**src/logic/ntm_fixed_pkg.sv**
```systemverilog
/* Fixed-point format and cosh series constants */

package ntm_fixed_pkg;

  //////////////////////////////////////////////////
  // Number format
  //////////////////////////////////////////////////

  // Default word width of the data path
  localparam int DATA_SIZE_DEFAULT = 32;

  // Fraction bits of the signed fixed-point word
  localparam int FRAC_BITS = 16;

  // 1.0 in the fixed-point format
  localparam logic signed [DATA_SIZE_DEFAULT-1:0] ONE_FIXED = 1 << FRAC_BITS;

  //////////////////////////////////////////////////
  // Taylor series
  //////////////////////////////////////////////////

  // Terms after the constant one, even powers only
  localparam int SERIES_TERMS = 7;

  // Term k is built from term k-1 as t * x^2 / ((2k-1) * 2k)
  // Entry k holds floor(2^FRAC_BITS / ((2k-1) * 2k))
  localparam logic [DATA_SIZE_DEFAULT-1:0] COSH_RECIP [1:SERIES_TERMS] = '{
    32'd32768,  // 1/2
    32'd5461,   // 1/12
    32'd2184,   // 1/30
    32'd1170,   // 1/56
    32'd728,    // 1/90
    32'd496,    // 1/132
    32'd360     // 1/182
  };

  // With |x| <= 4.0 the last term is small against the sum
  // Larger arguments would need range reduction first

endpackage

```
**src/logic/ntm_ctrl_pkg.sv**
```systemverilog
/* Sequencer control definitions */

package ntm_ctrl_pkg;

  //////////////////////////////////////////////////
  // Loop indices
  //////////////////////////////////////////////////

  // Width of row and column counters and size inputs
  localparam int CONTROL_SIZE_DEFAULT = 4;

  //////////////////////////////////////////////////
  // Vector sequencer
  //////////////////////////////////////////////////

  typedef enum logic [1:0] {
    VECTOR_IDLE  = 2'd0,  // waiting for row start
    VECTOR_ISSUE = 2'd1,  // waiting for next element
    VECTOR_WAIT  = 2'd2   // core busy on one element
  } vector_state_t;

  //////////////////////////////////////////////////
  // Matrix sequencer
  //////////////////////////////////////////////////

  // Same step order as the row/column walk
  typedef enum logic [1:0] {
    STARTER_STATE = 2'd0,  // waiting for START
    INPUT_I_STATE = 2'd1,  // first element of a row
    INPUT_J_STATE = 2'd2,  // remaining elements of a row
    ENDER_STATE   = 2'd3   // waiting for the vector result
  } matrix_state_t;

endpackage

```
**src/logic/scalar_cosh_core.sv**
```systemverilog
/* Scalar cosh core */

`timescale 1ns/100ps

module scalar_cosh_core #(
  parameter int DATA_SIZE = ntm_fixed_pkg::DATA_SIZE_DEFAULT
) (
  // Global
  input  logic                        CLK,
  input  logic                        RST,

  // Control
  input  logic                        START,
  output logic                        READY,

  // Data
  input  logic signed [DATA_SIZE-1:0] X,
  output logic signed [DATA_SIZE-1:0] Y
);

  import ntm_fixed_pkg::*;

  //////////////////////////////////////////////////
  // Constants
  //////////////////////////////////////////////////

  // Term counter runs 1 .. SERIES_TERMS
  localparam int K_WIDTH = $clog2(SERIES_TERMS + 1);

  localparam logic signed [DATA_SIZE-1:0] ONE_DATA = DATA_SIZE'(ONE_FIXED);

  //////////////////////////////////////////////////
  // Signals
  //////////////////////////////////////////////////

  // Series state
  logic signed [DATA_SIZE-1:0]   square;
  logic signed [DATA_SIZE-1:0]   term;
  logic signed [DATA_SIZE-1:0]   acc;
  logic        [K_WIDTH-1:0]     k;

  // Sequencing
  logic                          busy;
  logic                          coef_phase;
  logic                          out_pend;
  logic                          accept;

  // Shared multiplier
  logic signed [DATA_SIZE-1:0]   coef;
  logic signed [DATA_SIZE-1:0]   mul_a;
  logic signed [DATA_SIZE-1:0]   mul_b;
  logic signed [2*DATA_SIZE-1:0] product;
  logic signed [DATA_SIZE-1:0]   scaled;

  //////////////////////////////////////////////////
  // Multiplier
  //////////////////////////////////////////////////

  // New argument only while fully idle
  assign accept = START && !busy && !out_pend;

  // Reciprocal of (2k-1)*2k for the current term
  assign coef = DATA_SIZE'(COSH_RECIP[k]);

  // Idle squares X, busy alternates x^2 and coefficient
  assign mul_a = busy ? term : X;

  always_comb begin
    if (!busy) begin
      mul_b = X;
    end else if (coef_phase) begin
      mul_b = coef;
    end else begin
      mul_b = square;
    end
  end

  assign product = mul_a * mul_b;

  // Arithmetic shift by FRAC_BITS, truncated to one word
  assign scaled = product[FRAC_BITS +: DATA_SIZE];

  //////////////////////////////////////////////////
  // Control
  //////////////////////////////////////////////////

  always_ff @(posedge CLK or posedge RST) begin
    if (RST) begin
      busy       <= 1'b0;
      coef_phase <= 1'b0;
      out_pend   <= 1'b0;
      k          <= K_WIDTH'(1);
      READY      <= 1'b0;
      Y          <= '0;
    end else begin
      READY <= 1'b0;

      if (accept) begin
        // Square cycle
        busy       <= 1'b1;
        coef_phase <= 1'b0;
        k          <= K_WIDTH'(1);
      end else if (busy) begin
        coef_phase <= !coef_phase;

        // Term done after its coefficient step
        if (coef_phase) begin
          if (k == K_WIDTH'(SERIES_TERMS)) begin
            busy     <= 1'b0;
            out_pend <= 1'b1;
          end else begin
            k <= k + K_WIDTH'(1);
          end
        end
      end else if (out_pend) begin
        // Output register cycle
        out_pend <= 1'b0;
        READY    <= 1'b1;
        Y        <= acc;
      end
    end
  end

  //////////////////////////////////////////////////
  // Datapath
  //////////////////////////////////////////////////

  always_ff @(posedge CLK) begin
    if (accept) begin
      square <= scaled;
      term   <= ONE_DATA;
      acc    <= ONE_DATA;
    end else if (busy) begin
      term <= scaled;

      // Sum only finished terms
      if (coef_phase) begin
        acc <= acc + scaled;
      end
    end
  end

endmodule

```
**src/logic/vector_cosh_function.sv**
```systemverilog
/* Vector cosh sequencer */

`timescale 1ns/100ps

module vector_cosh_function #(
  parameter int DATA_SIZE    = ntm_fixed_pkg::DATA_SIZE_DEFAULT,
  parameter int CONTROL_SIZE = ntm_ctrl_pkg::CONTROL_SIZE_DEFAULT
) (
  // Global
  input  logic                    CLK,
  input  logic                    RST,

  // Control
  input  logic                    START,
  output logic                    READY,

  input  logic                    DATA_IN_ENABLE,
  output logic                    DATA_OUT_ENABLE,

  // Data
  input  logic [CONTROL_SIZE-1:0] SIZE_IN,
  input  logic [DATA_SIZE-1:0]    DATA_IN,
  output logic [DATA_SIZE-1:0]    DATA_OUT
);

  import ntm_ctrl_pkg::*;

  localparam logic [CONTROL_SIZE-1:0] ONE_CONTROL = CONTROL_SIZE'(1);

  //////////////////////////////////////////////////
  // Signals
  //////////////////////////////////////////////////

  vector_state_t         state;

  // Row length and returned results
  logic [CONTROL_SIZE-1:0] size_q;
  logic [CONTROL_SIZE-1:0] count;
  logic                    last_elem;

  // Scalar core
  logic                    core_start;
  logic                    core_ready;
  logic [DATA_SIZE-1:0]    core_x;
  logic [DATA_SIZE-1:0]    core_y;

  assign last_elem = (count == size_q - ONE_CONTROL);

  //////////////////////////////////////////////////
  // Sequencer
  //////////////////////////////////////////////////

  always_ff @(posedge CLK or posedge RST) begin
    if (RST) begin
      state           <= VECTOR_IDLE;
      size_q          <= '0;
      count           <= '0;
      core_start      <= 1'b0;
      READY           <= 1'b0;
      DATA_OUT_ENABLE <= 1'b0;
      DATA_OUT        <= '0;
    end else begin
      // Strobes last one cycle
      core_start      <= 1'b0;
      READY           <= 1'b0;
      DATA_OUT_ENABLE <= 1'b0;

      case (state)
        VECTOR_IDLE: begin
          if (START) begin
            size_q <= SIZE_IN;
            count  <= '0;
            // First element may arrive with START
            if (DATA_IN_ENABLE) begin
              core_start <= 1'b1;
              state      <= VECTOR_WAIT;
            end else begin
              state <= VECTOR_ISSUE;
            end
          end
        end
        VECTOR_ISSUE: begin
          if (DATA_IN_ENABLE) begin
            core_start <= 1'b1;
            state      <= VECTOR_WAIT;
          end
        end
        VECTOR_WAIT: begin
          if (core_ready) begin
            DATA_OUT        <= core_y;
            DATA_OUT_ENABLE <= 1'b1;
            count           <= count + ONE_CONTROL;
            // Row done with this result
            if (last_elem) begin
              READY <= 1'b1;
              state <= VECTOR_IDLE;
            end else begin
              state <= VECTOR_ISSUE;
            end
          end
        end
        default: begin
          state <= VECTOR_IDLE;
        end
      endcase
    end
  end

  // Element register toward the core
  always_ff @(posedge CLK) begin
    if (DATA_IN_ENABLE && (state != VECTOR_WAIT)) begin
      core_x <= DATA_IN;
    end
  end

  //////////////////////////////////////////////////
  // Scalar core
  //////////////////////////////////////////////////

  scalar_cosh_core #(
    .DATA_SIZE(DATA_SIZE)
  ) u_scalar_cosh_core (
    .CLK  (CLK),
    .RST  (RST),
    .START(core_start),
    .READY(core_ready),
    .X    (core_x),
    .Y    (core_y)
  );

endmodule

```
**src/logic/matrix_cosh_function.sv**
```systemverilog
/* Matrix cosh sequencer */

`timescale 1ns/100ps

module matrix_cosh_function #(
  parameter int DATA_SIZE    = ntm_fixed_pkg::DATA_SIZE_DEFAULT,
  parameter int CONTROL_SIZE = ntm_ctrl_pkg::CONTROL_SIZE_DEFAULT
) (
  // Global
  input  logic                    CLK,
  input  logic                    RST,

  // Control
  input  logic                    START,
  output logic                    READY,

  input  logic                    DATA_IN_I_ENABLE,
  input  logic                    DATA_IN_J_ENABLE,
  output logic                    DATA_OUT_I_ENABLE,
  output logic                    DATA_OUT_J_ENABLE,

  // Data
  input  logic [CONTROL_SIZE-1:0] SIZE_I_IN,
  input  logic [CONTROL_SIZE-1:0] SIZE_J_IN,
  input  logic [DATA_SIZE-1:0]    DATA_IN,
  output logic [DATA_SIZE-1:0]    DATA_OUT
);

  import ntm_ctrl_pkg::*;

  localparam logic [CONTROL_SIZE-1:0] ONE_CONTROL = CONTROL_SIZE'(1);

  //////////////////////////////////////////////////
  // Signals
  //////////////////////////////////////////////////

  matrix_state_t           state;

  // Matrix size and walk position
  logic [CONTROL_SIZE-1:0] size_i_q;
  logic [CONTROL_SIZE-1:0] size_j_q;
  logic [CONTROL_SIZE-1:0] index_i;
  logic [CONTROL_SIZE-1:0] index_j;
  logic                    last_row;
  logic                    last_col;

  // Vector block
  logic                    vec_start;
  logic                    vec_in_enable;
  logic                    vec_out_enable;
  logic [DATA_SIZE-1:0]    vec_data;
  logic [DATA_SIZE-1:0]    vec_out;

  // Boundaries taken from the indices only
  assign last_row = (index_i == size_i_q - ONE_CONTROL);
  assign last_col = (index_j == size_j_q - ONE_CONTROL);

  //////////////////////////////////////////////////
  // Sequencer
  //////////////////////////////////////////////////

  always_ff @(posedge CLK or posedge RST) begin
    if (RST) begin
      state             <= STARTER_STATE;
      size_i_q          <= '0;
      size_j_q          <= '0;
      index_i           <= '0;
      index_j           <= '0;
      vec_start         <= 1'b0;
      vec_in_enable     <= 1'b0;
      READY             <= 1'b0;
      DATA_OUT_I_ENABLE <= 1'b0;
      DATA_OUT_J_ENABLE <= 1'b0;
      DATA_OUT          <= '0;
    end else begin
      // All strobes are single-cycle
      vec_start         <= 1'b0;
      vec_in_enable     <= 1'b0;
      READY             <= 1'b0;
      DATA_OUT_I_ENABLE <= 1'b0;
      DATA_OUT_J_ENABLE <= 1'b0;

      case (state)
        STARTER_STATE: begin
          if (START) begin
            size_i_q <= SIZE_I_IN;
            size_j_q <= SIZE_J_IN;
            index_i  <= '0;
            index_j  <= '0;
            state    <= INPUT_I_STATE;
          end
        end
        INPUT_I_STATE: begin
          // Row start also restarts the vector block
          if (DATA_IN_I_ENABLE) begin
            vec_start     <= 1'b1;
            vec_in_enable <= 1'b1;
            state         <= ENDER_STATE;
          end
        end
        INPUT_J_STATE: begin
          if (DATA_IN_J_ENABLE) begin
            vec_in_enable <= 1'b1;
            state         <= ENDER_STATE;
          end
        end
        ENDER_STATE: begin
          if (vec_out_enable) begin
            DATA_OUT          <= vec_out;
            DATA_OUT_J_ENABLE <= 1'b1;

            if (last_col && last_row) begin
              // Matrix complete
              READY <= 1'b1;
              state <= STARTER_STATE;
            end else if (last_col) begin
              // Row complete, next row
              DATA_OUT_I_ENABLE <= 1'b1;
              index_i           <= index_i + ONE_CONTROL;
              index_j           <= '0;
              state             <= INPUT_I_STATE;
            end else begin
              index_j <= index_j + ONE_CONTROL;
              state   <= INPUT_J_STATE;
            end
          end
        end
        default: begin
          state <= STARTER_STATE;
        end
      endcase
    end
  end

  // Element register toward the vector block
  always_ff @(posedge CLK) begin
    if ((state == INPUT_I_STATE && DATA_IN_I_ENABLE) ||
        (state == INPUT_J_STATE && DATA_IN_J_ENABLE)) begin
      vec_data <= DATA_IN;
    end
  end

  //////////////////////////////////////////////////
  // Vector block
  //////////////////////////////////////////////////

  // Row end is decided above, so the vector READY stays open
  vector_cosh_function #(
    .DATA_SIZE   (DATA_SIZE),
    .CONTROL_SIZE(CONTROL_SIZE)
  ) u_vector_cosh_function (
    .CLK            (CLK),
    .RST            (RST),
    .START          (vec_start),
    .READY          (),
    .DATA_IN_ENABLE (vec_in_enable),
    .DATA_OUT_ENABLE(vec_out_enable),
    .SIZE_IN        (size_j_q),
    .DATA_IN        (vec_data),
    .DATA_OUT       (vec_out)
  );

endmodule

```
**config.mk**
```make
export PLATFORM = sky130hd
export DESIGN_NAME = matrix_cosh_function
export DESIGN_NICKNAME = d
export VERILOG_FILES = /design/src/logic/ntm_fixed_pkg.sv /design/src/logic/ntm_ctrl_pkg.sv /design/src/logic/scalar_cosh_core.sv /design/src/logic/vector_cosh_function.sv /design/src/logic/matrix_cosh_function.sv
export SDC_FILE = /design/constraint.sdc
export NUM_CORES = 2
export LEC_CHECK = 0
export ABC_AREA = 1
export BUFFER_PORTS_ARGS = -buffer_cell sky130_fd_sc_hd__buf_2
export CORE_UTILIZATION = 52
export CTS_CLUSTER_SIZE = 16
export DETAILED_ROUTE_END_ITERATION = 12
export GPL_ROUTABILITY_DRIVEN = 0
export PLACE_DENSITY = 0.68
export SYNTH_ARGS = -nofsm -noshare
export SYNTH_HDL_FRONTEND = slang
export SYNTH_SLANG_ARGS = --single-unit
```
**constraint.sdc**
```tcl
create_clock -name CLK -period 13 [get_ports CLK]
set_clock_uncertainty 0.1 [all_clocks]
set_input_delay 1.95 -clock CLK [delete_from_list [all_inputs] [get_ports CLK]]
set_output_delay 1.95 -clock CLK [all_outputs]
set_load 0.01 [all_outputs]
```
# Word-level counts from Yosys, hierarchy flattened
# Memories as Yosys holds them, arrays and structs flattened.
# Index checks and enable logic that the tools add are counted.
# word_totals
register_bits	298
romBits	256
inputBits	45
out_inout_bits	35
elab_cells	157
mem_count	1
# mem_list
memory	words	width	read_ports	rd_ports_with_merged_regs	wr	line	rtl
(name not given)	8	32	1	0	0	scalar_cosh_core.sv:63	assign coef = DATA_SIZE'(COSH_RECIP[k]);
# classes
add_sub_neg	8
multipliers	1
order_cmp	1
n_eq_ne	22
mux	64
bitwise	3
n_reduce_logical	29
# ops
cell	count
32-bit two-way mux	5
32-bit by 32-bit multiplier with 48-bit output	1
4-bit two-way mux	9
32-bit adder	1
1-bit two-way mux	29
4-bit one-hot mux with 2 select lines	3
2-bit two-way mux	10
2-bit != test (second input constant)	10
3-bit AND reduction	5
4-bit by 1-bit adder with 4-bit output (second input constant)	3
4-bit equality test	3
3-bit two-way mux	4
4-bit by 1-bit subtractor with 4-bit output (second input constant)	3
2-bit AND reduction	5
2-bit one-hot mux with 4 select lines	1
4-bit AND reduction	2
2-bit nonzero test	4
2-bit equality test (second input constant)	3
1-bit logical AND	6
2-bit by 1-bit != test with 1-bit output (second input constant)	3
2-bit one-hot mux with 3 select lines	1
5-bit AND reduction	1
2-bit by 1-bit equality test with 1-bit output (second input constant)	2
4-bit >= comparator (second input constant)	1
8 further kinds	13

# Logic depth before layout (Yosys ltp)
# depth
ltp_word	8
mapped_depth	52
depth_no_buf	50

# Cells and area by module
# A second synthesis with hierarchy kept.
# unflattened
hier_cells	5024
hier_area_um2	42459.5
# modules_own_cells
mod	instances	cells_per_inst	area_each_um2
scalar_cosh_core	1	4428	36013.3
matrix_cosh_function	1	335	3553.4
vector_cosh_function	1	261	2892.8

# Worst setup path after synthesis
# OpenSTA, ideal clock, no wires.
# synth_path
kind	reg2reg
from	register u_vector_cosh_function.u_scalar_cosh_core.busy
to	register u_vector_cosh_function.u_scalar_cosh_core.acc[31]
setup_ns	0.110
arrival_ns	9.134
required_ns	12.790
setup_slack_ns	3.656
stages_incl_launch_ff	50
n_path_buf	6
cell_sequence	dfrtp_1 buf_6 buf_6 buf_6 buf_4 buf_2 a21oi_1 clkinv_1 clkbuf_1 nor2_1 fa_1 fa_1 fa_1 inv_1 fa_1 inv_1 fa_1 inv_1 [... 14 more ...] nand2_1 nand3_1 nand2_1 xor2_1 inv_1 ha_1 nand2_1 nor4_1 nand3_1 nand3_1 a21o_1 a21oi_1 inv_1 nand3_1 nand2_1 nand3_1 nand2_1 nor2_1
# synth_via
elab_chain_len	3
# synth_lines
element	line	rtl
start, declared	scalar_cosh_core.sv:43	logic busy;
start signal, assigned	scalar_cosh_core.sv:89	busy <= 1'b0;
start signal, assigned	scalar_cosh_core.sv:100	busy <= 1'b1;
start signal, assigned	scalar_cosh_core.sv:109	busy <= 1'b0;
32-bit two-way mux (on tied branches)	scalar_cosh_core.sv:66, scalar_cosh_core.sv:69	
32-bit by 32-bit multiplier with 48-bit output (*)	scalar_cosh_core.sv:78	assign product = mul_a * mul_b;
net u_vector_cosh_function.u_scalar_cosh_core.product[38]	scalar_cosh_core.sv:52	logic signed [2*DATA_SIZE-1:0] product;
32-bit adder (*)	scalar_cosh_core.sv:138	acc <= acc + scaled;
end signal, assigned	scalar_cosh_core.sv:138	
end, declared	scalar_cosh_core.sv:39	logic signed [DATA_SIZE-1:0] acc;
# Mark *: on every way through the listed nets, which the timed path passes. The rest lies on a longest branch.
# A chain may end at the register's enable or synchronous reset.

# Final worst setup path
# Ends and elaborated chain as after synthesis.

==> metrics <==
RSZ-0062 raised after global routing no; FP Rows 103; initial core utilization 52.8%; first-pass GRT wire length 194,000 um; CP Class flip-flop to flip-flop; Final HPWL DP 98,700 um; via count of the first global-routing pass 33,665; startpoint class of the critical path flip-flop; post-route clock period utilization 92.5%; Cells after Synth 4,906; Cell variety after synth 57; top-area cell type share of the netlist area 40.0%; Port Buffer Count 79; Die ar. 0.0818 mm2; Wirelength per Cell 20.7 um; Slowest-stage cell, CP dfrtp_2; H-tree depth 1; clk slew on worst S/H paths 0.06 ns; die span in x 286 um; initial antenna violation count 4; Inserted Clock Buffers 30; Final nets 6,015; Synthesized Nets 6,002; Max Root-Sink Buffers 3; largest net degree at the start of global routing 71; clk root buf clkbuf_16; Largest stage delay, worst path 1.02 ns; post-DR vias/cell 5.48; Post-CTS Resized 0; sequential area share after synthesis 18.2%; Async S/R FF share, synth 46.3%; ranking of synthesized cells by area fa_1 40%, inv_1 10%, nand2_1 8.3%; I/O pin count 80; Max Slew Vio Count 0; GRT overflow 0; GRT Overall Usage 31.3%; remaining antenna violation count 0; Hold Buf Count CTS 0; vias 32,854; area of the mapped netlist 0.0420 mm2; Core ar. 0.0794 mm2; Setup Buffers After CTS 0; ys flop type dfrtp_1; worst-skew pair later-pin latency 0.57 ns; Min-Delay Path Class flip-flop to flip-flop; Crit. End Element flip-flop; commonest non-fill, non-tap cell in the layout inv_1; Final Hold Vio Count 0; worst hold margin 0.320 ns; Slew headroom 22.5%; synth warn 0; Tmin final 12.02 ns; Area Overhead vs Synth 6.56%; f_max 83.2 MHz; number of synthesized flops with an enable pin 96; DRT Pass-1 Iters 6; syn_area_per_cell 8.55 um2; Seq cells post-synth 298; Synth area leader fa_1; max cap viols 0; cell mode on critical path nand2_1; CP Data Required Time 13.36 ns; CTS tree built; Crit Path Max Fanout 49; final setup fails 0; # DRC 0; ant diodes 0; commonest cells after routing, fill and taps aside 1,114 x inv_1, 932 x nand2_1, 839 x fa_1, 617 x nor2_1, 212 x ha_1; outcome finished, final reports clean; final wirelength 124,000 um; share of layout cells above drive strength 1 5.79%; Clock Sinks 298; critical path arrival 12.38 ns; DR iter-0 viols 3,186; setup TNS 0 ns; Die Y 286 um; worst-margin pin slew 1.16 ns
## cell type report
type	instances	area (um2)
clock buffer	38	842
tap	1050	1310
sequential	298	7620
multi-input combinational	3283	29400
clock inverter	17	259
timing repair buffer	158	988
fill	7293	34700
inverter	1148	4320
## critical path: cells and delay by family (launching register included)
kind                       cells  cell delay [ns]
adders and majority gates     10             4.72
xor gates and xnor gates       1             0.36
buffers and inverters          9             1.15
and+or+nand+nor               22             3.34
AOI/OAI and AO/OA              4             1.15
DFF                            1             1.02
## synthesized netlist by cell type, types with 40 or more instances
| cell | instances |
|---|---|
| a21oi_1 | 143 |
| clkbuf_1 | 153 |
| dfrtp_1 | 137 |
| dfxtp_1 | 64 |
| edfxtp_1 | 96 |
| fa_1 | 839 |
| ha_1 | 212 |
| inv_1 | 1115 |
| nand2_1 | 933 |
| nand3_1 | 84 |
| nor2_1 | 623 |
| o21ai_0 | 197 |
| xor2_1 | 40 |
## stage by stage
stage                     util (%)  cell area [um2]  std cells  worst slack [ns]
after detailed placement      54.9            43600       5937              1.40
after floorplan                  -            42000       4906              3.66
after CTS                     56.3            44700       5992              1.31
after global routing          56.3            44700       5992             0.423
final                         56.3            44700       5992             0.980
after global placement        54.9            43600       5937              1.54
## per-layer routing
metal	global-route usage (%)	vias up	routed length (um)
li1	-	14485	-
met1	42.3	16283	47200
met2	49.4	1780	56400
met3	6.92	304	14600
met4	12.3	2	5870
met5	0	-	13
## path summary, 6_finish.rpt
check	endpoint	slack, ns	start	cells after the start
max	flip-flop	0.98	u_vector_cosh_function.u_scalar_cosh_core.busy$_DFF_PP0_	46
min	u_vector_cosh_function.core_x[5]$_DFFE_PP_	0.32	vec_data[5]$_DFFE_PN_	0
max reg2reg	flip-flop	0.98	u_vector_cosh_function.u_scalar_cosh_core.busy$_DFF_PP0_	46
min reg2reg	u_vector_cosh_function.core_x[5]$_DFFE_PP_	0.32	vec_data[5]$_DFFE_PN_	0
max in group asynchronous	u_vector_cosh_function.u_scalar_cosh_core.busy$_DFF_PP0_	10.09	RST	3
min in group asynchronous	DATA_OUT[6]$_DFFE_PP0P_	1.35	RST	2
## logic make-up (layout without fill, tap and decap cells)
| kind of cell | count (synthesis) | count (layout) | synth area share, % |
|---|---|---|---|
| AND/OR/NAND/NOR | 1710 | 1710 | 16.0 |
| XOR/XNOR | 64 | 64 | 1.34 |
| AO/OA/AOI/OAI | 455 | 455 | 6.06 |
| adder cells (fa/ha/maj) | 1051 | 1051 | 46.4 |
| flip-flops | 298 | 298 | 18.2 |
| multiplexers | 3 | 3 | 0.0805 |
| buffers and inverters | 1325 | 1361 | 12.0 |
## sequential cells by signal, summed over array words and instances (netlist names), 4 cells and up
| name | count |
|---|---|
| u_vector_cosh_function.count | 4 |
| u_vector_cosh_function.core_x | 32 |
| u_vector_cosh_function.u_scalar_cosh_core.term | 32 |
| vec_data | 32 |
| u_vector_cosh_function.u_scalar_cosh_core.square | 32 |
| u_vector_cosh_function.size_q | 4 |
| u_vector_cosh_function.DATA_OUT | 32 |
| index_j | 4 |
| index_i | 4 |
| u_vector_cosh_function.u_scalar_cosh_core.acc | 32 |
| u_vector_cosh_function.u_scalar_cosh_core.Y | 32 |
| size_i_q | 4 |
| DATA_OUT | 32 |
| size_j_q | 4 |
Power is not shown: default switching activity piles up to over one toggle a cycle in this logic, so the estimate is an artifact.
